**src/armPkg.sv**
```systemverilog
package armPkg;
  localparam int DataWidth = 32;  // Data and instruction word
  localparam int RegAddrWidth = 4;  // R0..R15

  // ALU operations
  typedef enum logic [1:0] {
    AluAdd,
    AluSub,
    AluAnd,
    AluOr
  } aluOp;

  // Immediate formats
  typedef enum logic [1:0] {
    ImmRot,  // imm8 rotated right by twice the rot field
    ImmMem12,  // Load/store offset, zero extended
    ImmBr24  // Branch offset in words
  } immSrc;

  // ALU operand sources
  typedef enum logic [1:0] {
    FwdNone,  // Value read in D
    FwdWb,  // Result in W
    FwdMem  // ALU result in M
  } forwardSel;

  // Control bits that travel with an instruction from D to W
  typedef struct packed {
    logic regWrite;
    logic memWrite;
    logic memToReg;  // Load result goes to Rd
    logic aluSrc;  // Immediate as operand B
    logic [1:0] aluOp;  // Holds an aluOp code
    logic flagWrite;  // Only CMP sets it
    logic branch;
    logic [3:0] cond;
  } stageCtrl;

  // One request on a memory port
  typedef struct packed {
    logic [DataWidth-1:0] addr;  // Word address
    logic [DataWidth-1:0] wdata;
    logic we;
  } memReq;
endpackage
```
**src/memBus.sv**
```systemverilog
interface memBus;
  logic valid;  // Request pending
  logic ready;  // Granted in this cycle
  armPkg::memReq req;  // Held steady until ready
  logic [armPkg::DataWidth-1:0] rdata;  // Read word, valid with ready

  modport requester (
    output valid,
    output req,
    input ready,
    input rdata
  );

  modport arbiter (
    input valid,
    input req,
    output ready,
    output rdata
  );
endinterface

```
**src/memArbiter.sv**
```systemverilog
module memArbiter #(
  parameter int MemWords = 256
) (
  input logic clk,
  input logic reset,
  memBus.arbiter loadPort,
  memBus.arbiter dataPort,
  memBus.arbiter fetchPort,
  output armPkg::memReq memOut,
  output logic memWe,
  input logic [armPkg::DataWidth-1:0] memRdata
);
  logic grantLoad;
  logic grantData;
  logic grantFetch;
  logic loadLastQ;  // Loader wrote in the previous cycle
  armPkg::memReq picked;

  // Fixed priority, loader first and fetch last
  assign grantLoad = loadPort.valid;
  assign grantData = dataPort.valid & ~grantLoad;
  // Fetch also sits out the cycle after a load word,
  // so a loader burst is not split by the core
  assign grantFetch = fetchPort.valid & ~grantLoad & ~dataPort.valid & ~loadLastQ;

  always_ff @(posedge clk) begin
    if (reset)
      loadLastQ <= 1'b0;
    else
      loadLastQ <= grantLoad;
  end

  always_comb begin
    if (grantLoad)
      picked = loadPort.req;
    else if (grantData)
      picked = dataPort.req;
    else
      picked = fetchPort.req;  // Also the idle choice
  end

  assign memOut.addr = picked.addr % MemWords;  // Wrap into the array
  assign memOut.wdata = picked.wdata;
  assign memOut.we = picked.we;
  assign memWe = picked.we & (grantLoad | grantData);  // Fetch never writes

  assign loadPort.ready = grantLoad;
  assign dataPort.ready = grantData;
  assign fetchPort.ready = grantFetch;

  // Read word goes back to the granted port only
  assign loadPort.rdata = grantLoad ? memRdata : '0;
  assign dataPort.rdata = grantData ? memRdata : '0;
  assign fetchPort.rdata = grantFetch ? memRdata : '0;
endmodule

```
**src/flat_wrapper.sv**
```systemverilog
// flat-port wrapper written by rule: the top's interface ports become plain ports
module memArbiter_flat 
#(
  parameter int MemWords = 256
)
  (clk, reset, memOut, memWe, memRdata, loadPort_valid, loadPort_req, loadPort_ready, loadPort_rdata, dataPort_valid, dataPort_req, dataPort_ready, dataPort_rdata, fetchPort_valid, fetchPort_req, fetchPort_ready, fetchPort_rdata);
  memBus loadPort_i ();
  memBus dataPort_i ();
  memBus fetchPort_i ();
  input logic clk;
  input logic reset;
  output armPkg::memReq memOut;
  output logic memWe;
  input logic [armPkg::DataWidth-1:0] memRdata;
  input wire logic [$bits(loadPort_i.valid)-1:0] loadPort_valid;
  input wire logic [$bits(loadPort_i.req)-1:0] loadPort_req;
  output wire logic [$bits(loadPort_i.ready)-1:0] loadPort_ready;
  output wire logic [$bits(loadPort_i.rdata)-1:0] loadPort_rdata;
  input wire logic [$bits(dataPort_i.valid)-1:0] dataPort_valid;
  input wire logic [$bits(dataPort_i.req)-1:0] dataPort_req;
  output wire logic [$bits(dataPort_i.ready)-1:0] dataPort_ready;
  output wire logic [$bits(dataPort_i.rdata)-1:0] dataPort_rdata;
  input wire logic [$bits(fetchPort_i.valid)-1:0] fetchPort_valid;
  input wire logic [$bits(fetchPort_i.req)-1:0] fetchPort_req;
  output wire logic [$bits(fetchPort_i.ready)-1:0] fetchPort_ready;
  output wire logic [$bits(fetchPort_i.rdata)-1:0] fetchPort_rdata;
  assign loadPort_i.valid = loadPort_valid;
  assign loadPort_i.req = loadPort_req;
  assign loadPort_ready = loadPort_i.ready;
  assign loadPort_rdata = loadPort_i.rdata;
  assign dataPort_i.valid = dataPort_valid;
  assign dataPort_i.req = dataPort_req;
  assign dataPort_ready = dataPort_i.ready;
  assign dataPort_rdata = dataPort_i.rdata;
  assign fetchPort_i.valid = fetchPort_valid;
  assign fetchPort_i.req = fetchPort_req;
  assign fetchPort_ready = fetchPort_i.ready;
  assign fetchPort_rdata = fetchPort_i.rdata;
  memArbiter #(.MemWords(MemWords)) u_core (.clk(clk), .reset(reset), .loadPort(loadPort_i), .dataPort(dataPort_i), .fetchPort(fetchPort_i), .memOut(memOut), .memWe(memWe), .memRdata(memRdata));
endmodule
```
**config.mk**
```make
export PLATFORM = sky130hd
export DESIGN_NAME = memArbiter_flat
export DESIGN_NICKNAME = d
export VERILOG_FILES = /design/src/armPkg.sv /design/src/memBus.sv /design/src/memArbiter.sv /design/src/flat_wrapper.sv
export SDC_FILE = /design/constraint.sdc
export NUM_CORES = 1
export LEC_CHECK = 0
export BUFFER_PORTS_ARGS = -buffer_cell sky130_fd_sc_hd__buf_2
export CAP_MARGIN = 20
export CORE_AREA = 2 2 154 156
export DETAILED_ROUTE_END_ITERATION = 7
export DIE_AREA = 0 0 156 158
export MAX_ROUTING_LAYER = met4
export PLACE_DENSITY_LB_ADDON = 0.25
export RECOVER_POWER = 25
export SLEW_MARGIN = 20
export SYNTH_ARGS = -nofsm -noshare
export SYNTH_HDL_FRONTEND = slang
export SYNTH_SLANG_ARGS = --single-unit
```
**constraint.sdc**
```tcl
create_clock -name clk -period 1.1 [get_ports clk]
set_input_delay 0.11 -clock clk [delete_from_list [all_inputs] [get_ports clk]]
set_output_delay 0.11 -clock clk [all_outputs]
set_load 0.05 [all_outputs]
```
Word level (Yosys, flattened, before mapping)

Cells that the tools add are included.

Flip-flop bits (word level): 1
Input bits: 232
Output and inout bits: 165
Logic and storage cells: 15

Mux-type cells: 5
Bitwise logic cells: 9

Operators by type and width:

| operator    | count |
|---|---|
| $mux 32     | 3 |
| $mux 41     | 2 |
| $and 1x1->1 | 5 |
| $not 1->1   | 3 |
| $or 1x1->1  | 1 |

Longest topological paths before layout

Depth in word-level cells: 5
Depth in mapped cells: 5
Mapped depth without buffers: 2

Worst setup path after synthesis

OpenSTA, ideal clock, no wires.

Kind: input to output
Start: in dataPort_valid
End: out memWe
Arrival time: 1.660 ns
Required time: 0.990 ns
Slack: -0.670 ns
Stages: 4
Buffers on the path: 2
Cell sequence: buf_4 buf_2 nand2_1 o21ai_0

Longest elaborated chain between the ends: 4
Elaborated cells between the ends (all ways): 5
Classes of those cells: mux (2); bitwise (3)

RTL lines:

| what               | RTL line           | text |
|---|---|---|
| start: declaration | flat_wrapper.sv:19 | `input wire logic [$bits(dataPort_i.valid)-1:0] dataPort_valid;` |
| $and 1x1->1 *      | memArbiter.sv:21   | `assign grantData = dataPort.valid & ~grantLoad;` |
| $mux 41            | memArbiter.sv:36   | `else if (grantData)` |
| $mux 41            | memArbiter.sv:34   | `if (grantLoad)` |
| $and 1x1->1 *      | memArbiter.sv:45   | `assign memWe = picked.we & (grantLoad \| grantData);` |
| end: declaration   | flat_wrapper.sv:13 | `output logic memWe;` |

Mark *: on every way between the ends. The rest lies on a longest branch, timed or not.

Worst setup path after layout

Start: reg u_core.loadLastQ
End: out fetchPort_rdata[8]

Longest elaborated chain between the ends: 3

RTL lines:

| what                     | RTL line           | text |
|---|---|---|
| start: declaration       | memArbiter.sv:16   | `logic loadLastQ;` |
| start signal: assignment | memArbiter.sv:30   | `loadLastQ <= grantLoad;` |
| $not 1->1                | memArbiter.sv:24   | `assign grantFetch = fetchPort.valid & ~grantLoad & ~dataPort.valid & ~loadLastQ;` |
| $and 1x1->1              | memArbiter.sv:24   |  |
| $mux 32                  | memArbiter.sv:54   | `assign fetchPort.rdata = grantFetch ? memRdata : '0;` |
| end: declaration         | flat_wrapper.sv:26 | `output wire logic [$bits(fetchPort_i.rdata)-1:0] fetchPort_rdata;` |

Every way passes these cells.

==> reports/metrics.cfg <==
[status]
outcome=finished with violations
violations=setup timing

[setup_path]
cpPeakStageDelay_ns=0.30
crit_chain=nor4b_4 > buf_6 > clkbuf_16 > and2_4 > buf_8
cp-startpoint=u_core.loadLastQ
endpoint=fetchPort_rdata[8]
worst_setup_path_start_kind=flop
cp_slowest_cell=dfxtp_2
cp_num_buf_inv=3
arrival_ns=1.14
critPathMaxFanout=11
path_class=flop to primary output
path_delay_family=buffers and inverters
cp-end-kind=primary output
cp.required_ns=0.99
worstSetupPathDepth=5

[timing]
finalCritPeriodShare_pct=114
min_period_ns=1.25
slew_violations=0
timing.final.ws_setup_ns=-0.155
rsz0062_at_grt=yes
whs_ns=0.271
finalHoldViolations=0
max_freq_ghz=0.797
setup_viol=48

[global_routing]
grt_max_degree=34
grt_usage_pct=7.75
grt_pass1_wl_mm=14.8
overflow=0
grt_pass1_vias=2865
antenna_found_initial=2

[floorplan]
rows=56
floorplan.initialDensity_pct=7.63
die_area_um2=24600
core_area_um2=23100
die_y_um=158
io_pins=397
fp.dieW_um=156

[flow_run]
cap_viol_max_count=0

[yosys]
yosysMostFrequentCell=and2_1
yosysTopAreaCellShare_pct=34.1
syn_inst=275
yosysWarnings=0
ys_ff_latch=1
syn_area_um2=1760
async_flop_share_pct=0
synth_top_cells_by_count=and2_1 (96), nand2_1 (42), mux2i_1 (41), o21ai_1 (39), buf_4 (26)
syn_area_per_cell_um2=6.40
yosysSeqAreaShare_pct=1.14
synth_edf_count=0
synth_ff_type=dfxtp_1
synth_largest_area_cell=and2_1
ys_types=13
yosys-top-cells-area=and2_1 (34%), mux2i_1 (23%), o21ai_1 (11%)

[layout]
ff_latch_area_um2=21.3
fill_cells=2445
final_area_um2=5820
final_nets=821
multi_input_area_um2=2300
top_regs=u_core.loadLastQ x1
regMostFlops=u_core.loadLastQ
drive_above_1_share_pct=81.6
largest_reg_flops=1
final_cells=879
area_delta_synth_final_pct=231

[power]
p_leak_nw=2.76
power.density_nw_per_um2=581
total_power_mw=3.38
vdd_drop_max_mv=0.322

[route]
dr.pass1.iters=4
final_antenna_net_count=0
wirelength_mm=12.4
drc=0
drt_iter0_drc=69
vias=3067
via_per_inst=3.49
wire_per_inst_um=14.1

[placement]
hpwl_mm=8.17
place.gp.congestion=0.719
io_buffers=300
placed_area_um2=4230
placed_cells=861

[cts]
postCtsHoldBufs=0
clk_pin_slew_worst_paths_ns=0

[min_path]
hold_class=input port to flop

layout make-up:
class | count | area share [%]
timing repair buffer | 338 | 53.9
multi-input combinational | 248 | 39.4
tap | 290 | 6.23
sequential | 1 | 0.365
antenna | 2 | 0.0860
where the power goes:
group / switching (mW) / internal [mW]
clock network: 0 / 0.000000244
registers: 0.00144 / 0.0394
logic: 1.98 / 1.36
cell families after synthesis:
| logic type | count (synthesis) | share of synthesized area [%] |
|---|---|---|
| compound gates | 42 | 11.9 |
| buf+inv | 49 | 18.2 |
| flops | 1 | 1.14 |
| mux | 41 | 23.3 |
| other cells | 1 | 0.213 |
| simple gates | 141 | 45.2 |
what timing repair did:
action	CTS	global route
pin swaps	8	25
endpoints found under the setup margin	124	115
buffers inserted	1	3
gates cloned	6	8
resized for setup	228	134
through the flow:
| step | worst slack (ns) | utilization (%) | TNS, ns |
|---|---|---|---|
| 3_5_place_dp | -0.295 | 18.4 | -23.82 |
| 3_3_place_gp | -0.275 | 18.4 | -23.71 |
| 2_1_floorplan | -0.152 | - | -4.65 |
| 6_report | -0.155 | 25.2 | -4.96 |
| 4_1_cts | -0.187 | 22.1 | -6.52 |
| 5_1_grt | -0.231 | 25.2 | -9.35 |
worst min-delay path by stage:
stage / slack, ns / from / to / cells after the start
2_1_floorplan: 0.18 / reset / u_core.loadLastQ / 1
3_3_place_gp: 0.28 / reset / u_core.loadLastQ / 2
3_5_place_dp: 0.29 / reset / u_core.loadLastQ / 2
4_1_cts: 0.28 / reset / u_core.loadLastQ / 2
5_1_grt: 0.29 / reset / u_core.loadLastQ / 2
6_report: 0.27 / reset / u_core.loadLastQ / 2
routing by layer:
metal,share of wire [%],GRT usage (%)
met5,0,-
met4,0.63,0.830
met3,5.9,0.766
met2,55,15.3
met1,39,8.70
cells in the final DEF, fill, tap and decap left out, drive strengths merged:
master  instances
mux2i          41
nor2b           2
nor4b           1
clkbuf         13
conb           24
dfxtp           1
o21ai          42
diode           2
nand2          42
buf           325
and2           96
Note: power is estimated with default switching activity, not from simulation.
