<file path="src/armPkg.sv">
package armPkg;
  localparam int DataWidth = 32;  // Data and instruction word
  localparam int RegAddrWidth = 4;  // R0..R15

  // ALU operations
  typedef enum logic [1:0] {
    AluAdd,
    AluSub,
    AluAnd,
    AluOr
  } aluOp;

  // Immediate formats
  typedef enum logic [1:0] {
    ImmRot,  // imm8 rotated right by twice the rot field
    ImmMem12,  // Load/store offset, zero extended
    ImmBr24  // Branch offset in words
  } immSrc;

  // ALU operand sources
  typedef enum logic [1:0] {
    FwdNone,  // Value read in D
    FwdWb,  // Result in W
    FwdMem  // ALU result in M
  } forwardSel;

  // Control bits that travel with an instruction from D to W
  typedef struct packed {
    logic regWrite;
    logic memWrite;
    logic memToReg;  // Load result goes to Rd
    logic aluSrc;  // Immediate as operand B
    logic [1:0] aluOp;  // Holds an aluOp code
    logic flagWrite;  // Only CMP sets it
    logic branch;
    logic [3:0] cond;
  } stageCtrl;

  // One request on a memory port
  typedef struct packed {
    logic [DataWidth-1:0] addr;  // Word address
    logic [DataWidth-1:0] wdata;
    logic we;
  } memReq;
endpackage
</file>
<file path="src/hazardUnit.sv">
module hazardUnit (
  input logic Match1EM,
  input logic Match1EW,
  input logic Match2EM,
  input logic Match2EW,
  input logic Match12DE,
  input armPkg::stageCtrl ctrlE,
  input armPkg::stageCtrl ctrlM,
  input armPkg::stageCtrl ctrlW,
  input logic fetchWait,
  input logic BranchTakenE,
  output armPkg::forwardSel ForwardAE,
  output armPkg::forwardSel ForwardBE,
  output logic StallF,
  output logic StallD,
  output logic FlushD,
  output logic FlushE
);
  logic ldStall;  // Load in E feeds the instruction in D

  function automatic armPkg::forwardSel pickFwd(input logic hitM, input logic hitW);
    if (hitM)
      return armPkg::FwdMem;  // Younger result wins
    else if (hitW)
      return armPkg::FwdWb;
    return armPkg::FwdNone;
  endfunction

  assign ForwardAE = pickFwd(Match1EM & ctrlM.regWrite, Match1EW & ctrlW.regWrite);
  assign ForwardBE = pickFwd(Match2EM & ctrlM.regWrite, Match2EW & ctrlW.regWrite);

  assign ldStall = Match12DE & ctrlE.memToReg;

  // A taken branch moves the PC even without a fetch grant
  assign StallF = ldStall | (fetchWait & ~BranchTakenE);
  assign StallD = ldStall;
  // Missing fetch leaves a bubble in D, unless D is held
  assign FlushD = BranchTakenE | (fetchWait & ~ldStall);
  assign FlushE = BranchTakenE | ldStall;
endmodule

</file>
<file path="config.mk">
export PLATFORM = sky130hd
export DESIGN_NAME = hazardUnit
export DESIGN_NICKNAME = d
export VERILOG_FILES = /design/src/armPkg.sv /design/src/hazardUnit.sv
export SDC_FILE = /design/constraint.sdc
export NUM_CORES = 1
export LEC_CHECK = 0
export ABC_CLOCK_PERIOD_IN_PS = 800
export BUFFER_PORTS_ARGS = -buffer_cell sky130_fd_sc_hd__buf_2
export CORE_AREA = 2 2 39 41
export DETAILED_ROUTE_END_ITERATION = 7
export DIE_AREA = 0 0 41 43
export SLEW_MARGIN = 20
export SYNTH_ARGS = -nofsm -noshare
export SYNTH_HDL_FRONTEND = slang
export SYNTH_SLANG_ARGS = --single-unit
</file>
<file path="constraint.sdc">
create_clock -name vclk -period 0.8
set_clock_uncertainty 0.15 [all_clocks]
set_input_delay 0.08 -clock vclk [all_inputs]
set_output_delay 0.08 -clock vclk [all_outputs]
set_load 0.1 [all_outputs]
</file>
; ---- After elaboration in Yosys (flattened, before gate mapping)
; Cells that the tools add are included.
[classes]
add_sub_neg = 0
mul = 0
div = 0
n_lt_le_gt_ge = 0
n_eq_ne = 0
shift = 0
muxes = 10
n_bitwise = 12
n_reduce_logical = 0
[op_table]
columns = cell, n
row1 = $mux 2, 6
row2 = $and 1x1->1, 7
row3 = $mux 1, 4
row4 = $or 1x1->1, 3
row5 = $not 1->1, 2
[word_totals]
ff_bits = 0
latch_bits = 0
mem_bits_rw = 0
romBits = 0
output_inout_bits = 8
word_cells = 22
mem_count = 0

; ---- Longest topological paths before layout
; Gate-level depths: netlist of the first run.
[logic_depth]
depth_word = 4
depth_mapped = 2

; ---- Worst setup path after synthesis of the first run
; No wires, ideal clock.
[synth_path]
path_kind = input-to-output
startpoint = input fetchWait
endpoint = output StallF
arrival_ns = 2.213
required_time_ns = 0.570
setup_slack_ns = -1.643
path_stages = 2
n_path_buf = 0
cell_sequence = inv_1 o21ai_0
[synth_via]
elab_chain_cells = 2
[synth_rtl]
columns = item, line
row1 = start: declaration, hazardUnit.sv:10  ; input logic fetchWait,
row2 = $and 1x1->1, hazardUnit.sv:35  ; assign StallF = ldStall | (fetchWait & ~BranchTakenE);
row3 = $or 1x1->1, hazardUnit.sv:35
row4 = end: declaration, hazardUnit.sv:14  ; output logic StallF,
; No other way between the ends.

; ---- Worst setup path after layout of the first run
[layout_path]
startpoint = input Match2EM
endpoint = output ForwardBE[0]
[layout_via]
elab_chain_cells = 3
[layout_rtl]
columns = item, line
row1 = start: declaration, hazardUnit.sv:4  ; input logic Match2EM,
row2 = $and 1x1->1 (*), hazardUnit.sv:30  ; assign ForwardBE = pickFwd(Match2EM & ctrlM.regWrite, Match2EW & ctrlW.regWrite);
row3 = $mux 2 / $mux 1 (equally long branches), hazardUnit.sv:22  ; if (hitM)
row4 = $mux 2 (*), hazardUnit.sv:26  ; return armPkg::FwdNone;
row5 = end: declaration, hazardUnit.sv:13  ; output armPkg::forwardSel ForwardBE,
; Every way passes the cells marked *; elsewhere a longest branch is shown, timed or not.

==> results of run 1 <==
## cell families (layout without fill, tap and decap cells)
logic type	Yosys count	count (layout)
simple gates	8	8
compound gates	2	2
buf+inv	2	20
## final cells by class
cell class	count	area [um2]	share of cell area (%)
Timing Repair Buffer	18	251	63.6
Multi-Input combinational cell	10	113	28.5
Tap cell	16	20.0	5.06
Inverter	2	11.3	2.85
## Yosys cell counts
| library cell | instances |
|---|---|
| nand2b_1 | 1 |
| inv_1 | 2 |
| and2_4 | 2 |
| nor2_1 | 2 |
| nand2_1 | 2 |
| o21ai_0 | 1 |
| nand2_2 | 1 |
| a21o_1 | 1 |
## what timing repair did
action	4_1_cts	5_1_grt
resized for setup	8	3
pin swaps	2	0
endpoints found under the setup margin	4	4
cloned	0	0
## per-layer routing
layer / up-vias / part of all wire [%] / global-route usage (%)
met4: 0 / 0 / 0
met5: - / 0 / 0
li1: 73 / - / -
met1: 66 / 20 / 4.11
met2: 7 / 74 / 9.38
met3: 0 / 5.9 / 0
## report_power, final
part	internal [mW]	switching, mW
sequential	0	0
combinational	0.159	0.240
clock	0	0
total	0.159	0.240
## path summary, 6_finish.rpt
path,endpoint,cells past startpoint
setup / recovery,ForwardBE[0],4
hold / removal,StallF,3
==> impl_metrics.toml, run 1 <==
[outcome]
status = "complete, but fails checks"
violations = "negative setup slack"

[timing]
slew_headroom_pct = 91.5
final_hold_viol_count = 0
finalSetupTns_ns = -0.114
slew_viol_final = 0
fin_crit_ns = 0.848
finalSetupViolations = 3
rsz0062_at_grt = "true"
worst_hold_slack_ns = 0.364
worst_slack_ns = -0.0476
clock.fmax_mhz = 1180
min_period_over_period_pct = 106
tightest_slew_ns = 0.127

[layout]
drive_gt1_share_pct = 93.3
postLayoutCellArea_um2 = 395
final_util_pct = 28.6
mostFrequentLayoutCells = "buf_12, buf_6, buf_2"
mostFrequentLayoutCell = "buf_12"
regArea_um2 = 0
diodes = 0
num-nets-final = 75
clkbuf_count = 0
final_cells = 46
flops_and_latches = 0
syn2layout_area_growth_pct = 508
nFillCells = 145

[setup_path]
cp_max_fo = 2
cpLargestDelayFamily = "buffers and inverters"
arrival_ns = 0.62
cp.required_ns = 0.57
endpoint_kind = "output port"
crit_path_start = "Match2EM"
start_kind = "input pin"
cp_cell_sequence = "buf_6 > and2_4 > nor2_4 > buf_12"
cpPeakStageDelay_ns = 0.18
critical-path-slowest-cell = "buf_12"
crit_type = "input pin to output port"
crit_buf_inv = 2

[power_and_ir_drop]
p_total_mw = 0.400
p_leak_nw = 0.171
power_density_nw_per_um2 = 1010
ir_drop_mv = 0.413

[routing]
drtPass1Iterations = 1
drt-total-wl_um = 374
antenna_left = 0
initialDrtViolationCount = 0
vias_per_cell = 3.17
vias = 146
drc = 0
wl_per_cell_um = 8.13

[yosys]
yosys-top-cells-area = "and2_4, a21o_1, inv_1, nand2_1, nor2_1"
synth_xor_area_share_pct = 0
synth-simple-area-share_pct = 69.2
synth.avg_cell_area_um2 = 5.42
synth_cells = 12
yosys.area_share.adder_pct = 0
synth.yosys.seq_area_share_pct = 0
netlist_area_um2 = 65.1
synth.largest_area_cell = "and2_4"
muxShareOfSynthArea_pct = 0
synth_top_area_share_pct = 26.9
syn_nets = 55
synth_top_family_by_area = "simple AND/OR/NAND/NOR gates"
ys_warn_count = 0
yosysUniqueCellTypes = 8
synth-compound-area-share_pct = 19.2

[min_path]
min-delay-start = "BranchTakenE"
holdCritPathClass = "input pin to output port"

[place]
io_buffers = 18
dp.cells = 46
pre_cts_slack_ns = -0.0883
gp_congestion = 0.522
dpl-instance-area_um2 = 332

[die]
ios = 51
rows = 14
die_area_um2 = 1760
core_area_um2 = 1380
start_util_pct = 4.70
die_w_um = 41
die_y_um = 43

[grt]
grt_util_all_layers_pct = 4.30
globalRouteOverflowTotal = 0
antenna_found_initial = 0
grt_pass1_vias = 138
grt_max_degree = 5
grt_pass1_wl_um = 545

[clock_network]
post-cts-setup-buffers = 0
cts_hold_buffers = 0

[flow_run]
max_cap_viol_count = 0
(Power assumes the default switching activity.)
==> run 2, diff against run 1 <==
==> constraint.sdc (replaced) <==
create_clock -name vclk -period 0.8
set_clock_uncertainty 0.15 [all_clocks]
set_input_delay 0.16 -clock vclk [all_inputs]
set_output_delay 0.16 -clock vclk [all_outputs]
set_load 0.1 [all_outputs]
==> impl_metrics.toml, run 2 (same netlist as run 1, synthesis figures left out) <==
[layout]
regArea_um2 = 0
clkbuf_count = 0
nFillCells = 136
num-nets-final = 75
mostFrequentLayoutCells = "buf_12, buf_6, buf_8, buf_2"
final_cells = 46
flops_and_latches = 0
syn2layout_area_growth_pct = 529
multi_input_area_um2 = 113
diodes = 0
mostFrequentLayoutCell = "buf_12"
drive_gt1_share_pct = 93.3

[routing]
wl_met2_um = 184
m1WireLength_um = 54
antenna_left = 0
drtPass1Iterations = 1
met3_length_um = 49
drt-total-wl_um = 289
drc = 0
wl_per_cell_um = 6.28
top_layer = "met3"
vias = 151
initialDrtViolationCount = 0
vias_per_cell = 3.28

[die]
ios = 51
start_util_pct = 4.70
core_area_um2 = 1380
rows = 14
die_area_um2 = 1760
die_w_um = 41
die_y_um = 43

[timing]
finalSetupTns_ns = -1.08
fin_crit_ns = 0.995
min_period_over_period_pct = 124
worst_slack_ns = -0.195
tightest_slew_ns = 0.138
final_hold_viol_count = 0
clock.fmax_mhz = 1000
slew_headroom_pct = 90.8
slew_viol_final = 0
rsz0062_at_grt = "true"
finalSetupViolations = 8

[power_and_ir_drop]
power_density_nw_per_um2 = 989
p_leak_nw = 0.176
ir_drop_mv = 0.411

[grt]
grt_pass1_vias = 152
globalRouteOverflowTotal = 0
grt_pass1_wl_um = 517
grt_max_degree = 5
grt_util_all_layers_pct = 3.80
antenna_found_initial = 0

[setup_path]
arrival_ns = 0.69
critical-path-slowest-cell = "buf_12"
cp.required_ns = 0.49
crit_type = "input pin to output port"
cp_max_fo = 2
cp_cell_sequence = "buf_6 > and2_4 > nor2_4 > buf_12"
start_kind = "input pin"
cpLargestDelayFamily = "buffers and inverters"
crit_buf_inv = 2
endpoint_kind = "output port"
cpPeakStageDelay_ns = 0.18

[outcome]
status = "complete, but fails checks"
violations = "negative setup slack"

[place]
dp.cells = 46
gp_congestion = 0.559
io_buffers = 18

[min_path]
holdCritPathClass = "input pin to output port"

[clock_network]
cts_hold_buffers = 0
post-cts-setup-buffers = 0

[flow_run]
max_cap_viol_count = 0
run 2: final timing paths:
check / endpoint / from / cells past startpoint
hold / removal: StallF / BranchTakenE / 3
setup / recovery: ForwardBE[0] / Match2EM / 4
run 2: power breakdown:
group	leakage (nW)	internal, mW	total [mW]	switching [mW]
registers	0	0	0	0
clock network	0	0	0	0
logic	0.176	0.166	0.405	0.238
run 2: area by class of cell:
cell class | count | share of cell area [%]
multi-input combinational | 10 | 27.5
inverter | 2 | 2.75
tap | 16 | 4.89
timing repair buffer | 18 | 64.8
run 2: tightest hold or removal path, stage by stage:
cell     delay, ns
buf_8         0.08
o21ai_4       0.06
buf_12        0.16
run 2: repair_timing:
item | in CTS | in global routing
resized for setup | 14 | 0
hold endpoints to repair | 0 | 0
setup endpoints to repair | 8 | 8
pin swaps | 3 | 2
run 2: layer usage:
| metal | global-route usage [%] | vias to the layer above |
|---|---|---|
| met5 | 0 | - |
| met4 | 0 | 0 |
| met1 | 2.85 | 67 |
| li1 | - | 72 |
| met3 | 0 | 0 |
| met2 | 9.06 | 12 |
run 2: per-stage QoR:
step                hold slack [ns]  power [mW]  cell area [um2]  worst slack [ns]  util [%]
global placement              0.521       0.378              354            -0.249      25.6
detailed placement            0.534       0.380              354            -0.255      25.6
floorplan                     0.352       0.232              124            -0.425         -
CTS                           0.478       0.408              409            -0.202      29.6
global route                  0.484       0.417              409            -0.217      29.6
finish                        0.475       0.405              409            -0.195      29.6
==> run 3, diff against run 2 <==
- ABC_CLOCK_PERIOD_IN_PS: 800 -> 1050
- SETUP_SLACK_MARGIN: not set -> 0.15
- clock period: 0.8 -> 1.05 ns (I/O delays scaled with it)
==> impl_metrics.toml, run 3 (same netlist as run 1, synthesis figures left out) <==
[outcome]
status = "complete, but fails checks"
violations = "negative setup slack"

[grt]
use_met1_pct = 2.22
grt_use_met3_pct = 0
grt_pass1_wl_um = 476
grt-busiest-layer = "met2"
grt_util_met2_pct = 9.06
grt_util_all_layers_pct = 3.60
antenna_found_initial = 0
grt_max_degree = 5
globalRouteOverflowTotal = 0
grt_pass1_vias = 149

[die]
die_area_um2 = 1760
rows = 14
die_w_um = 41
core_area_um2 = 1380
ios = 51
die_y_um = 43
start_util_pct = 4.70

[routing]
drc = 0
wl_per_cell_um = 6.54
initialDrtViolationCount = 2
drt-total-wl_um = 301
antenna_left = 0
vias = 150
drtPass1Iterations = 2
vias_per_cell = 3.26

[setup_path]
cp.required_ns = 0.69
start_kind = "input pin"
crit_type = "input pin to output port"
cp_max_fo = 2
endpoint_kind = "output port"
arrival_ns = 0.74

[layout]
diodes = 0
mostFrequentLayoutCell = "buf_12"
flops_and_latches = 0
syn2layout_area_growth_pct = 529
clkbuf_count = 0
drive_gt1_share_pct = 93.3
regArea_um2 = 0
mostFrequentLayoutCells = "buf_12, buf_6, buf_8, buf_2"
num-nets-final = 75
final_util_pct = 29.6

[clock_network]
post-cts-setup-buffers = 0
cts_hold_buffers = 0

[timing]
finalSetupTns_ns = -0.129
min_period_over_period_pct = 105
tightest_slew_ns = 0.136
clock.fmax_mhz = 911
final_hold_viol_count = 0
rsz0062_at_grt = "true"
finalSetupViolations = 3
fin_crit_ns = 1.10
slew_headroom_pct = 90.9
worst_hold_slack_ns = 0.572
worst_slack_ns = -0.0476
slew_viol_final = 0

[power_and_ir_drop]
ir_drop_mv = 0.229
p_leak_nw = 0.176
power_density_nw_per_um2 = 753

[min_path]
holdCritPathClass = "input pin to output port"
hold_path_depth = 3

[place]
io_buffers = 18
dp_hpwl_um = 271
gp_congestion = 0.555

[flow_run]
max_cap_viol_count = 0
[run 3: cell counts in the layout (fill, tap and decap cells not counted)]
Identical to the previous run, type by type.
[run 3: final cells by class]
type                            count  area (um2)
Tap cell                           16        20.0
Multi-Input combinational cell     10         113
Inverter                            2        11.3
Timing Repair Buffer               18         265
Fill cell                         135         975
[run 3: critical path, stage by stage]
cell and delay, ns:
buf_6 0.09, and2_4 0.16, nor2_4 0.10, buf_12 0.18
[run 3: final timing paths]
check	slack (ns)	end	startpoint
max	-0.05	ForwardAE[0]	Match1EM
min	0.57	StallF	BranchTakenE
[run 3: timing repair]
item | in CTS | in global routing
setup endpoints to repair | 8 | 8
resized for setup | 13 | 1
pin swaps | 3 | 1
[run 3: power breakdown]
group	internal, mW	switching (mW)
combinational	0.127	0.181
sequential	0	0
clock	0	0
total	0.127	0.181
[run 3: metrics by stage]
stage                     power (mW)  std cells  area, um2  worst slack (ns)
final                          0.308         46        409           -0.0476
after floorplan                0.177         12        124            -0.275
after global placement         0.288         46        354           -0.0987
after CTS                      0.309         46        405           -0.0548
after global routing           0.317         46        409           -0.0656
after detailed placement       0.289         46        354           -0.0998
[run 3: per-layer routing]
layer  part of all wire [%]  up-vias
met5                      0        -
met4                      0        0
met3                     11        0
met2                     68       12
met1                     20       64
li1                       -       74
