===== config.mk =====
export PLATFORM = sky130hd
export DESIGN_NAME = datapath_flat
export DESIGN_NICKNAME = d
export VERILOG_FILES = /design/src/armPkg.sv /design/src/memBus.sv /design/src/datapath.sv /design/src/alu.sv /design/src/flat_wrapper.sv
export SDC_FILE = /design/constraint.sdc
export NUM_CORES = 2
export LEC_CHECK = 0
export BUFFER_PORTS_ARGS = -buffer_cell sky130_fd_sc_hd__buf_2
export CAP_MARGIN = 20
export CELL_PAD_IN_SITES_DETAIL_PLACEMENT = 0
export CELL_PAD_IN_SITES_GLOBAL_PLACEMENT = 2
export CORE_MARGIN = 2
export CORE_UTILIZATION = 39
export DETAILED_ROUTE_END_ITERATION = 16
export GPL_ROUTABILITY_DRIVEN = 0
export PLACE_DENSITY_LB_ADDON = 0.1
export SETUP_SLACK_MARGIN = 0.1
export SLEW_MARGIN = 25
export SYNTH_ARGS = -nofsm -noshare
export SYNTH_HDL_FRONTEND = slang
export SYNTH_SLANG_ARGS = --single-unit

===== constraint.sdc =====
create_clock -name clk -period 10.4 [get_ports clk]
set_input_delay 2.08 -clock clk [delete_from_list [all_inputs] [get_ports clk]]
set_output_delay 2.08 -clock clk [all_outputs]
set_load 0.01 [all_outputs]

===== src/armPkg.sv =====
package armPkg;
  localparam int DataWidth = 32;  // Data and instruction word
  localparam int RegAddrWidth = 4;  // R0..R15

  // ALU operations
  typedef enum logic [1:0] {
    AluAdd,
    AluSub,
    AluAnd,
    AluOr
  } aluOp;

  // Immediate formats
  typedef enum logic [1:0] {
    ImmRot,  // imm8 rotated right by twice the rot field
    ImmMem12,  // Load/store offset, zero extended
    ImmBr24  // Branch offset in words
  } immSrc;

  // ALU operand sources
  typedef enum logic [1:0] {
    FwdNone,  // Value read in D
    FwdWb,  // Result in W
    FwdMem  // ALU result in M
  } forwardSel;

  // Control bits that travel with an instruction from D to W
  typedef struct packed {
    logic regWrite;
    logic memWrite;
    logic memToReg;  // Load result goes to Rd
    logic aluSrc;  // Immediate as operand B
    logic [1:0] aluOp;  // Holds an aluOp code
    logic flagWrite;  // Only CMP sets it
    logic branch;
    logic [3:0] cond;
  } stageCtrl;

  // One request on a memory port
  typedef struct packed {
    logic [DataWidth-1:0] addr;  // Word address
    logic [DataWidth-1:0] wdata;
    logic we;
  } memReq;
endpackage

===== src/memBus.sv =====
interface memBus;
  logic valid;  // Request pending
  logic ready;  // Granted in this cycle
  armPkg::memReq req;  // Held steady until ready
  logic [armPkg::DataWidth-1:0] rdata;  // Read word, valid with ready

  modport requester (
    output valid,
    output req,
    input ready,
    input rdata
  );

  modport arbiter (
    input valid,
    input req,
    output ready,
    output rdata
  );
endinterface


===== src/datapath.sv =====
module datapath (
  input logic clk,
  input logic reset,
  memBus.requester fetchPort,
  memBus.requester dataPort,
  output logic [armPkg::DataWidth-1:0] instrD,
  input armPkg::stageCtrl ctrlE,
  input armPkg::stageCtrl ctrlM,
  input armPkg::stageCtrl ctrlW,
  input armPkg::immSrc immSrcD,
  input logic [1:0] regSrcD,
  input logic BranchTakenE,
  input armPkg::forwardSel ForwardAE,
  input armPkg::forwardSel ForwardBE,
  input logic StallF,
  input logic StallD,
  input logic FlushD,
  output logic zeroE,
  output logic Match1EM,
  output logic Match1EW,
  output logic Match2EM,
  output logic Match2EW,
  output logic Match12DE,
  output logic fetchWait,
  output logic retireValid,
  output logic [armPkg::RegAddrWidth-1:0] retireReg,
  output logic [armPkg::DataWidth-1:0] retireData
);
  localparam int Dw = armPkg::DataWidth;
  localparam int Ra = armPkg::RegAddrWidth;
  localparam logic [Dw-1:0] NopInstr = 32'hF000_0000;  // AND with never cond

  logic fetchEnQ;  // Fetch starts one cycle after reset
  logic [Dw-1:0] pcF;
  logic [Dw-1:0] pcPlus4F;  // Also R15 (PC+8) of the instruction in D
  logic [Ra-1:0] ra1D, ra2D;
  logic [Dw-1:0] rd1D, rd2D, extImmD;
  logic [2*Dw-1:0] rotImmD;
  logic [Dw-1:0] regs [2**Ra];
  logic [Dw-1:0] rd1E, rd2E, extImmE;
  logic [Ra-1:0] ra1E, ra2E, wa3E;
  logic [Dw-1:0] srcAE, writeDataE, srcBE, aluResultE;
  logic [Dw-1:0] aluOutM, writeDataM;
  logic [Ra-1:0] wa3M, wa3W;
  logic [Dw-1:0] aluOutW, readDataW, resultW;

  // R15 reads as PC+8, a write still in W goes straight to the reader
  function automatic logic [Dw-1:0] readReg(input logic [Ra-1:0] ra);
    if (ra == {Ra{1'b1}})
      return pcPlus4F;
    else if (ctrlW.regWrite && ra == wa3W)
      return resultW;
    return regs[ra];
  endfunction

  function automatic logic [Dw-1:0] fwdOperand(input armPkg::forwardSel sel,
                                               input logic [Dw-1:0] regVal);
    case (sel)
      armPkg::FwdMem: return aluOutM;
      armPkg::FwdWb: return resultW;
      default: return regVal;
    endcase
  endfunction

  assign pcPlus4F = pcF + 4;
  assign fetchPort.valid = fetchEnQ;
  assign fetchPort.req = '{addr: {2'b00, pcF[Dw-1:2]}, wdata: '0, we: 1'b0};
  assign fetchWait = ~fetchPort.ready;  // Lost to the data side, or not yet enabled

  always_ff @(posedge clk) begin
    if (reset) begin
      fetchEnQ <= 1'b0;
      pcF <= '0;
    end else begin
      fetchEnQ <= 1'b1;
      if (!StallF)
        pcF <= BranchTakenE ? aluResultE : pcPlus4F;  // Target comes from the ALU
    end
  end

  always_ff @(posedge clk) begin
    if (reset || FlushD)
      instrD <= NopInstr;
    else if (!StallD)
      instrD <= fetchPort.rdata;
  end

  assign ra1D = regSrcD[0] ? {Ra{1'b1}} : instrD[19:16];  // Branches use R15
  assign ra2D = regSrcD[1] ? instrD[15:12] : instrD[3:0];  // STR data is Rd

  always_comb begin
    rd1D = readReg(ra1D);
    rd2D = readReg(ra2D);
  end

  assign rotImmD = {2{24'b0, instrD[7:0]}} >> {instrD[11:8], 1'b0};  // Rotate right

  always_comb begin
    case (immSrcD)
      armPkg::ImmMem12: extImmD = {20'b0, instrD[11:0]};
      armPkg::ImmBr24: extImmD = {{6{instrD[23]}}, instrD[23:0], 2'b00};
      default: extImmD = rotImmD[Dw-1:0];
    endcase
  end

  always_ff @(posedge clk) begin  // D to E
    rd1E <= rd1D;
    rd2E <= rd2D;
    extImmE <= extImmD;
    ra1E <= ra1D;
    ra2E <= ra2D;
    wa3E <= instrD[15:12];
  end

  always_comb begin
    srcAE = fwdOperand(ForwardAE, rd1E);
    writeDataE = fwdOperand(ForwardBE, rd2E);  // Also the store data
  end

  assign srcBE = ctrlE.aluSrc ? extImmE : writeDataE;

  alu aluE (
    .a(srcAE),
    .b(srcBE),
    .aluControl(armPkg::aluOp'(ctrlE.aluOp)),
    .result(aluResultE),
    .zero(zeroE)
  );

  always_ff @(posedge clk) begin  // E to M
    aluOutM <= aluResultE;
    writeDataM <= writeDataE;
    wa3M <= wa3E;
  end

  // Data side wins over fetch, so M never waits
  assign dataPort.valid = ctrlM.memWrite | ctrlM.memToReg;
  assign dataPort.req = '{addr: {2'b00, aluOutM[Dw-1:2]}, wdata: writeDataM,
                          we: ctrlM.memWrite};

  always_ff @(posedge clk) begin  // M to W
    aluOutW <= aluOutM;
    wa3W <= wa3M;
    if (dataPort.ready)
      readDataW <= dataPort.rdata;
  end

  assign resultW = ctrlW.memToReg ? readDataW : aluOutW;

  always_ff @(posedge clk) begin
    if (ctrlW.regWrite)
      regs[wa3W] <= resultW;
  end

  assign retireValid = ctrlW.regWrite;  // Writeback trace
  assign retireReg = wa3W;
  assign retireData = resultW;

  assign Match1EM = (wa3M == ra1E);
  assign Match1EW = (wa3W == ra1E);
  assign Match2EM = (wa3M == ra2E);
  assign Match2EW = (wa3W == ra2E);
  assign Match12DE = (wa3E == ra1D) | (wa3E == ra2D);  // For load-use
endmodule


===== src/alu.sv =====
module alu (
  input logic [armPkg::DataWidth-1:0] a,
  input logic [armPkg::DataWidth-1:0] b,
  input armPkg::aluOp aluControl,
  output logic [armPkg::DataWidth-1:0] result,
  output logic zero
);
  always_comb begin
    case (aluControl)
      armPkg::AluAdd: result = a + b;  // ADD, address and branch target
      armPkg::AluSub: result = a - b;  // SUB and CMP
      armPkg::AluAnd: result = a & b;
      default: result = a | b;  // ORR
    endcase
  end

  // Z for CMP
  assign zero = (result == '0);
endmodule


===== src/flat_wrapper.sv =====
// flat-port wrapper written by rule: the top's interface ports become plain ports
module datapath_flat 
  (clk, reset, instrD, ctrlE, ctrlM, ctrlW, immSrcD, regSrcD, BranchTakenE, ForwardAE, ForwardBE, StallF, StallD, FlushD, zeroE, Match1EM, Match1EW, Match2EM, Match2EW, Match12DE, fetchWait, retireValid, retireReg, retireData, fetchPort_valid, fetchPort_req, fetchPort_ready, fetchPort_rdata, dataPort_valid, dataPort_req, dataPort_ready, dataPort_rdata);
  memBus fetchPort_i ();
  memBus dataPort_i ();
  input logic clk;
  input logic reset;
  output logic [armPkg::DataWidth-1:0] instrD;
  input armPkg::stageCtrl ctrlE;
  input armPkg::stageCtrl ctrlM;
  input armPkg::stageCtrl ctrlW;
  input armPkg::immSrc immSrcD;
  input logic [1:0] regSrcD;
  input logic BranchTakenE;
  input armPkg::forwardSel ForwardAE;
  input armPkg::forwardSel ForwardBE;
  input logic StallF;
  input logic StallD;
  input logic FlushD;
  output logic zeroE;
  output logic Match1EM;
  output logic Match1EW;
  output logic Match2EM;
  output logic Match2EW;
  output logic Match12DE;
  output logic fetchWait;
  output logic retireValid;
  output logic [armPkg::RegAddrWidth-1:0] retireReg;
  output logic [armPkg::DataWidth-1:0] retireData;
  output wire logic [$bits(fetchPort_i.valid)-1:0] fetchPort_valid;
  output wire logic [$bits(fetchPort_i.req)-1:0] fetchPort_req;
  input wire logic [$bits(fetchPort_i.ready)-1:0] fetchPort_ready;
  input wire logic [$bits(fetchPort_i.rdata)-1:0] fetchPort_rdata;
  output wire logic [$bits(dataPort_i.valid)-1:0] dataPort_valid;
  output wire logic [$bits(dataPort_i.req)-1:0] dataPort_req;
  input wire logic [$bits(dataPort_i.ready)-1:0] dataPort_ready;
  input wire logic [$bits(dataPort_i.rdata)-1:0] dataPort_rdata;
  assign fetchPort_valid = fetchPort_i.valid;
  assign fetchPort_req = fetchPort_i.req;
  assign fetchPort_i.ready = fetchPort_ready;
  assign fetchPort_i.rdata = fetchPort_rdata;
  assign dataPort_valid = dataPort_i.valid;
  assign dataPort_req = dataPort_i.req;
  assign dataPort_i.ready = dataPort_ready;
  assign dataPort_i.rdata = dataPort_rdata;
  datapath u_core (.clk(clk), .reset(reset), .fetchPort(fetchPort_i), .dataPort(dataPort_i), .instrD(instrD), .ctrlE(ctrlE), .ctrlM(ctrlM), .ctrlW(ctrlW), .immSrcD(immSrcD), .regSrcD(regSrcD), .BranchTakenE(BranchTakenE), .ForwardAE(ForwardAE), .ForwardBE(ForwardBE), .StallF(StallF), .StallD(StallD), .FlushD(FlushD), .zeroE(zeroE), .Match1EM(Match1EM), .Match1EW(Match1EW), .Match2EM(Match2EM), .Match2EW(Match2EW), .Match12DE(Match12DE), .fetchWait(fetchWait), .retireValid(retireValid), .retireReg(retireReg), .retireData(retireData));
endmodule

Word-level counts from Yosys, hierarchy flattened --
Memory sizes are Yosys's and may differ from the RTL's. Index checks and enable logic that the tools add are counted.
Word-level totals: flip-flop bits (word level) 309, memories 1, logic and storage cells 70, bits in writable memories 512, output and inout bits 208, input bits 116
Memories:
- u_core.regs | words 16, width 32, rd ports 2, clocked after Yosys merged registers in 0, wr ports 1, line datapath.sv:39 | logic [Dw-1:0] regs [2**Ra];
Cells by class: reduce and logical (&&, ||, !) cells 5, bitwise logic cells 5, add/sub/neg operators 3, eq/ne operators 18, mux-type cells 22, shift operators 1
Operators by type and width (number):
- 32-bit two-way mux | 9
- 32-bit case mux with 2 select lines | 3
- 32-bit case mux with 3 select lines | 1
- 40-bit by 5-bit >> shifter with 32-bit output | 1
- 32-bit by 3-bit adder with 32-bit output (second input constant) | 1
- 32-bit adder | 1
- 32-bit bitwise AND | 1
- 4-bit == test | 8
- 32-bit zero test | 1
- 32-bit bitwise OR | 1
- 32-bit subtractor | 1
- 2-bit by 1-bit == test with 1-bit output (second input constant) | 4
- 2-bit == test (second input constant) | 4
- 4-bit == test (second input constant) | 2
- 4-bit two-way mux | 2
- 1-bit two-way mux | 7
- 1-bit logical AND | 2
- 2-bit zero test | 1
- 1-bit bitwise OR | 2
- 1-bit logical OR | 1
- 1-bit NOT | 1

Depth between registers and ports, before layout --
depth after elaboration 6, mapped depth 27, mapped depth without buffers 24

By module --
From an unflattened synthesis, not the netlist that was laid out.
Unflattened totals: cell total of the unflattened synthesis 4240, area, all modules 42781.0 µm²
By module, submodules not included:
- datapath | area each 39270.2 µm², cells each 3704, sequential area each 21881.0 µm², instances 1
- alu | area each 3510.9 µm², cells each 536, sequential area each 0.0 µm², instances 1

Worst setup path after synthesis --
Ideal clock, no wire load.
kind input port to output port, start point input port ForwardBE[0], end point output port zeroE, stages 24, required time 8.320 ns, buffers on the path 3, arrival 7.165 ns, setup slack 1.155 ns, cells stage by stage inv_1 > ha_1 > clkbuf_1 > or2_1 > clkbuf_1 > o21a_1 > or4_4 > nor4_4 > and3_1 > and2_1 > nor2_1 > xnor2_1 > ha_1 > clkbuf_1 > and3_1 > a211o_1 > a21oi_1 > o21ai_0 > a211oi_1 > mux2_2 > o21bai_1 > a2111oi_2 > nand4_1 > nor2_1
On the way: cells in the longest elaborated chain, start to end 6, elaborated cells between the ends (all ways) 10, classes of those cells add/sub (2); eq/ne (2); mux (3); bitwise (2); reduce/logical (1)
Ends and longest elaborated chain:
- start, declared | line flat_wrapper.sv:16 | input armPkg::forwardSel ForwardBE;
- 2-bit by 1-bit == test with 1-bit output / 2-bit == test (equally long branches) | line datapath.sv:58 | case (sel)
- 32-bit case mux with 2 select lines * | line datapath.sv:58
- 32-bit two-way mux * | line datapath.sv:120 | assign srcBE = ctrlE.aluSrc ? extImmE : writeDataE;
- 32-bit subtractor, or another cell as far along | line alu.sv:11 | armPkg::AluSub: result = a - b;
- 32-bit case mux with 3 select lines * | line alu.sv:9 | case (aluControl)
- 32-bit zero test * | line alu.sv:18 | assign zero = (result == '0);
- end, declared | line flat_wrapper.sv:20 | output logic zeroE;
Mark *: on every way between the ends. The rest lies on a longest branch, timed or not.

Final worst setup path --
start point input port ForwardBE[0], end point output port zeroE
On the way: cells in the longest elaborated chain, start to end 6, elaborated cells between the ends (all ways) 10, classes of those cells add/sub (2); eq/ne (2); mux (3); bitwise (2); reduce/logical (1)
Ends and longest elaborated chain:
- 2-bit by 1-bit == test with 1-bit output / 2-bit == test (equally long branches) | line datapath.sv:58
- 32-bit case mux with 2 select lines * | line datapath.sv:58
- 32-bit two-way mux * | line datapath.sv:120
- 32-bit subtractor, or another cell as far along | line alu.sv:11
- 32-bit case mux with 3 select lines * | line alu.sv:9
- named net u_core.aluE.result, one bit | line alu.sv:5 | output logic [armPkg::DataWidth-1:0] result,
- 32-bit zero test * | line alu.sv:18
The timed path passes the listed nets; every way through them passes the cells marked *.

==> metrics.csv <==
metric,value,unit
outcome,"complete, no violations",
hold_buf cts,0,
die boundary height,333,µm
"non-filler cells, final",5950,
post-route minimum period,10.09,ns
Post-DRT Antenna Nets,0,
clk slew on worst S/H paths,0.06,ns
PortBufs,257,
worst rel slew slack,22.7,%
Final period util,97.0,%
Least-Margin Pin Slew,1.15,ns
Via density,5.80,
Seq cells post-synth,821,
effective utilization at floorplan,39.3,%
Layout Cell Area excl Fill,48600,µm²
Die W,333,µm
H-tree levels,3,
PwrDens,202,nW/µm²
clk_lat worst skew,0.69,ns
layout cells sized above 1,18.8,%
grt ovf,0,
# clock sinks,821,
DP Cell Count,5768,
"Seq/Total Area, Yosys",51.9,%
Final Power,9.82,mW
startpoint types,input port,
first-pass GRT wire length,243,mm
vias,34500,
setup TNS,0,ns
WL/cell,28.6,µm
unique cell type count in the Yosys netlist,88,
die footprint,111000,µm²
worst endpoint required time,8.32,ns
I/O pins,324,
final worst-path setup slack,0.307,ns
DRT Pass-1 Iters,8,
Max Freq,0.0991,GHz
Mapped Cells,4257,
number of inserted diodes,0,
worst hold slack,0.389,ns
largest net degree at the start of global routing,124,
Row Count,120,
number of flops mapped to enable cells by yosys,544,
largest cells by area after synthesis,"edfxtp_1, dfxtp_1, nand2_1",
R2R setup slack,4.63,ns
detailed placement HPWL,112,mm
crit-path max FO,10,
Max Slew Vio Count,0,
ys async rst share,0,%
pre-CTS WS,0.0836,ns
cell type with the largest total area after synthesis,edfxtp_1,
final wirelength,170,mm
initial antenna violation count,1,
dpl cell area,45400,µm²
number of global-route vias before repair,33400,
Worst R2R Path Depth,22,
Lkg Pwr,18.3,nW
"Hold Vio Cnt, Final",0,
Mapped Avg Cell Area,9.90,µm²
Yosys top cell area share,38.7,%
Clock Skews,0.0287,ns
Longest Clk Path Bufs,3,
Syn Std Cell Area,42200,µm²
final setup vio count,0,
CP Class,in2out,
Critical Path AT,8.01,ns
Placeable Area,107000,µm²
Iteration-0 DRC Markers,3268,
Layout Utilization,45.3,%
TritonCTS clock tree,yes,
VDD IR-drop max,142,µV
CP Capture Type,output pin,
Layout area overhead,15.3,%
Yosys warnings,0,
CTS root buffer,clkbuf_16,
main flop type after synthesis,edfxtp_1,
Hold Path Stages,0,
total global-route track usage,30.0,%
DR DRC count,0,
CTS buffer count,95,
unrepaired setup endpoints after global routing,false,
nets,4630,
Hold Crit Class,reg2reg,
Max Cap Viol,0,
## power by group
group	total [mW]	internal [mW]	switching [mW]	leakage [nW]
registers	4.10	3.87	0.227	7.26
clock network	3.35	1.94	1.41	1.53
logic	2.37	0.820	1.55	9.51
## sequential cells by signal, summed over array words and instances (netlist names), 32 cells and up
register and count:
u_core.writeDataM 32, u_core.extImmE 32, u_core.regs 512, u_core.rd2E 32
u_core.aluOutW 32, u_core.instrD 32, u_core.pcF 32, u_core.rd1E 32
u_core.aluOutM 32, u_core.readDataW 32
## per-layer routing
metal  vias up  routed length (µm)  global-route usage (%)
li1      15900                   -                       -
met1     17100               74000                    41.1
met2      1322               76400                    47.0
met3       237               11500                    4.36
met4         0                8340                    14.2
met5         -                   0                       0
## synthesized netlist by cell type (all sizes together) (95+ instances only)
cell and count:
o21ai 190, mux2i 196, nand3 323, edfxtp 544, nor2 253, a22oi 95
mux2 145, nand2 774, clkbuf 254, a21oi 182, buf 153, dfxtp 277
## what timing repair did
action                     4_1_cts  5_1_grt
setup buffers                    0        4
setup endpoints to repair        1        1
pin swaps                        0        5
gates resized for setup          1       11
## final timing paths
| check | from | endpoint |
|---|---|---|
| worst max-delay path | ForwardBE[0] | zeroE |
| worst min-delay path | u_core.wa3M[3] | u_core.retireReg[3] |
| worst max register to register | u_core.readDataW[5] | u_core.pcF[31] |
| worst min register to register | u_core.wa3M[3] | u_core.retireReg[3] |
## cells in the final DEF (no fill, tap or decap), types with 140 or more instances in the layout
cell type	n
o21ai_0	187
buf_4	220
nor2_1	235
nand3_1	321
mux2i_1	192
mux2_2	140
edfxtp_1	544
a21oi_1	181
buf_2	258
dfxtp_1	274
nand2_1	771
## kinds of logic after synthesis
group,Yosys count,share of synthesized area [%]
compound gates,873,13.8
xor+xnor,102,2.12
fa+ha+maj,64,1.82
buf+inv,465,5.07
flops,821,51.9
mux,341,8.57
other cells,1,0.00890
simple gates,1590,16.7
## area by class of cell
cell class              instances  area (µm²)
fillers                     10400       58600
flip-flops and latches        821       21900
multi-input cells            3007       18600
repair buffers                483        3040
clock buffers                 123        2640
well taps                    1403        1760
clock inverters                55         465
inverters                      58         233
## critical path: stages
cell      delay (ns)
buf_2           0.13
inv_1           0.08
ha_4            0.35
buf_4           0.21
nand3b_1        0.12
a21oi_1         0.07
a221o_1         0.34
or4_1           0.58
nor2_2          0.17
buf_4           0.13
nand2_1         0.07
o31ai_2         0.27
xnor2_1         0.15
ha_1            0.40
nand4_1         0.28
o31a_1          0.33
o21a_1          0.12
buf_4           0.14
mux2i_1         0.11
mux2i_1         0.13
nand3_1         0.16
or4_1           0.57
nor4_1          0.27
buf_4           0.17
nand4_1         0.11
nor2_1          0.15
buf_4           0.15
buf_2           0.13
Power figures use the tool's default switching activity.
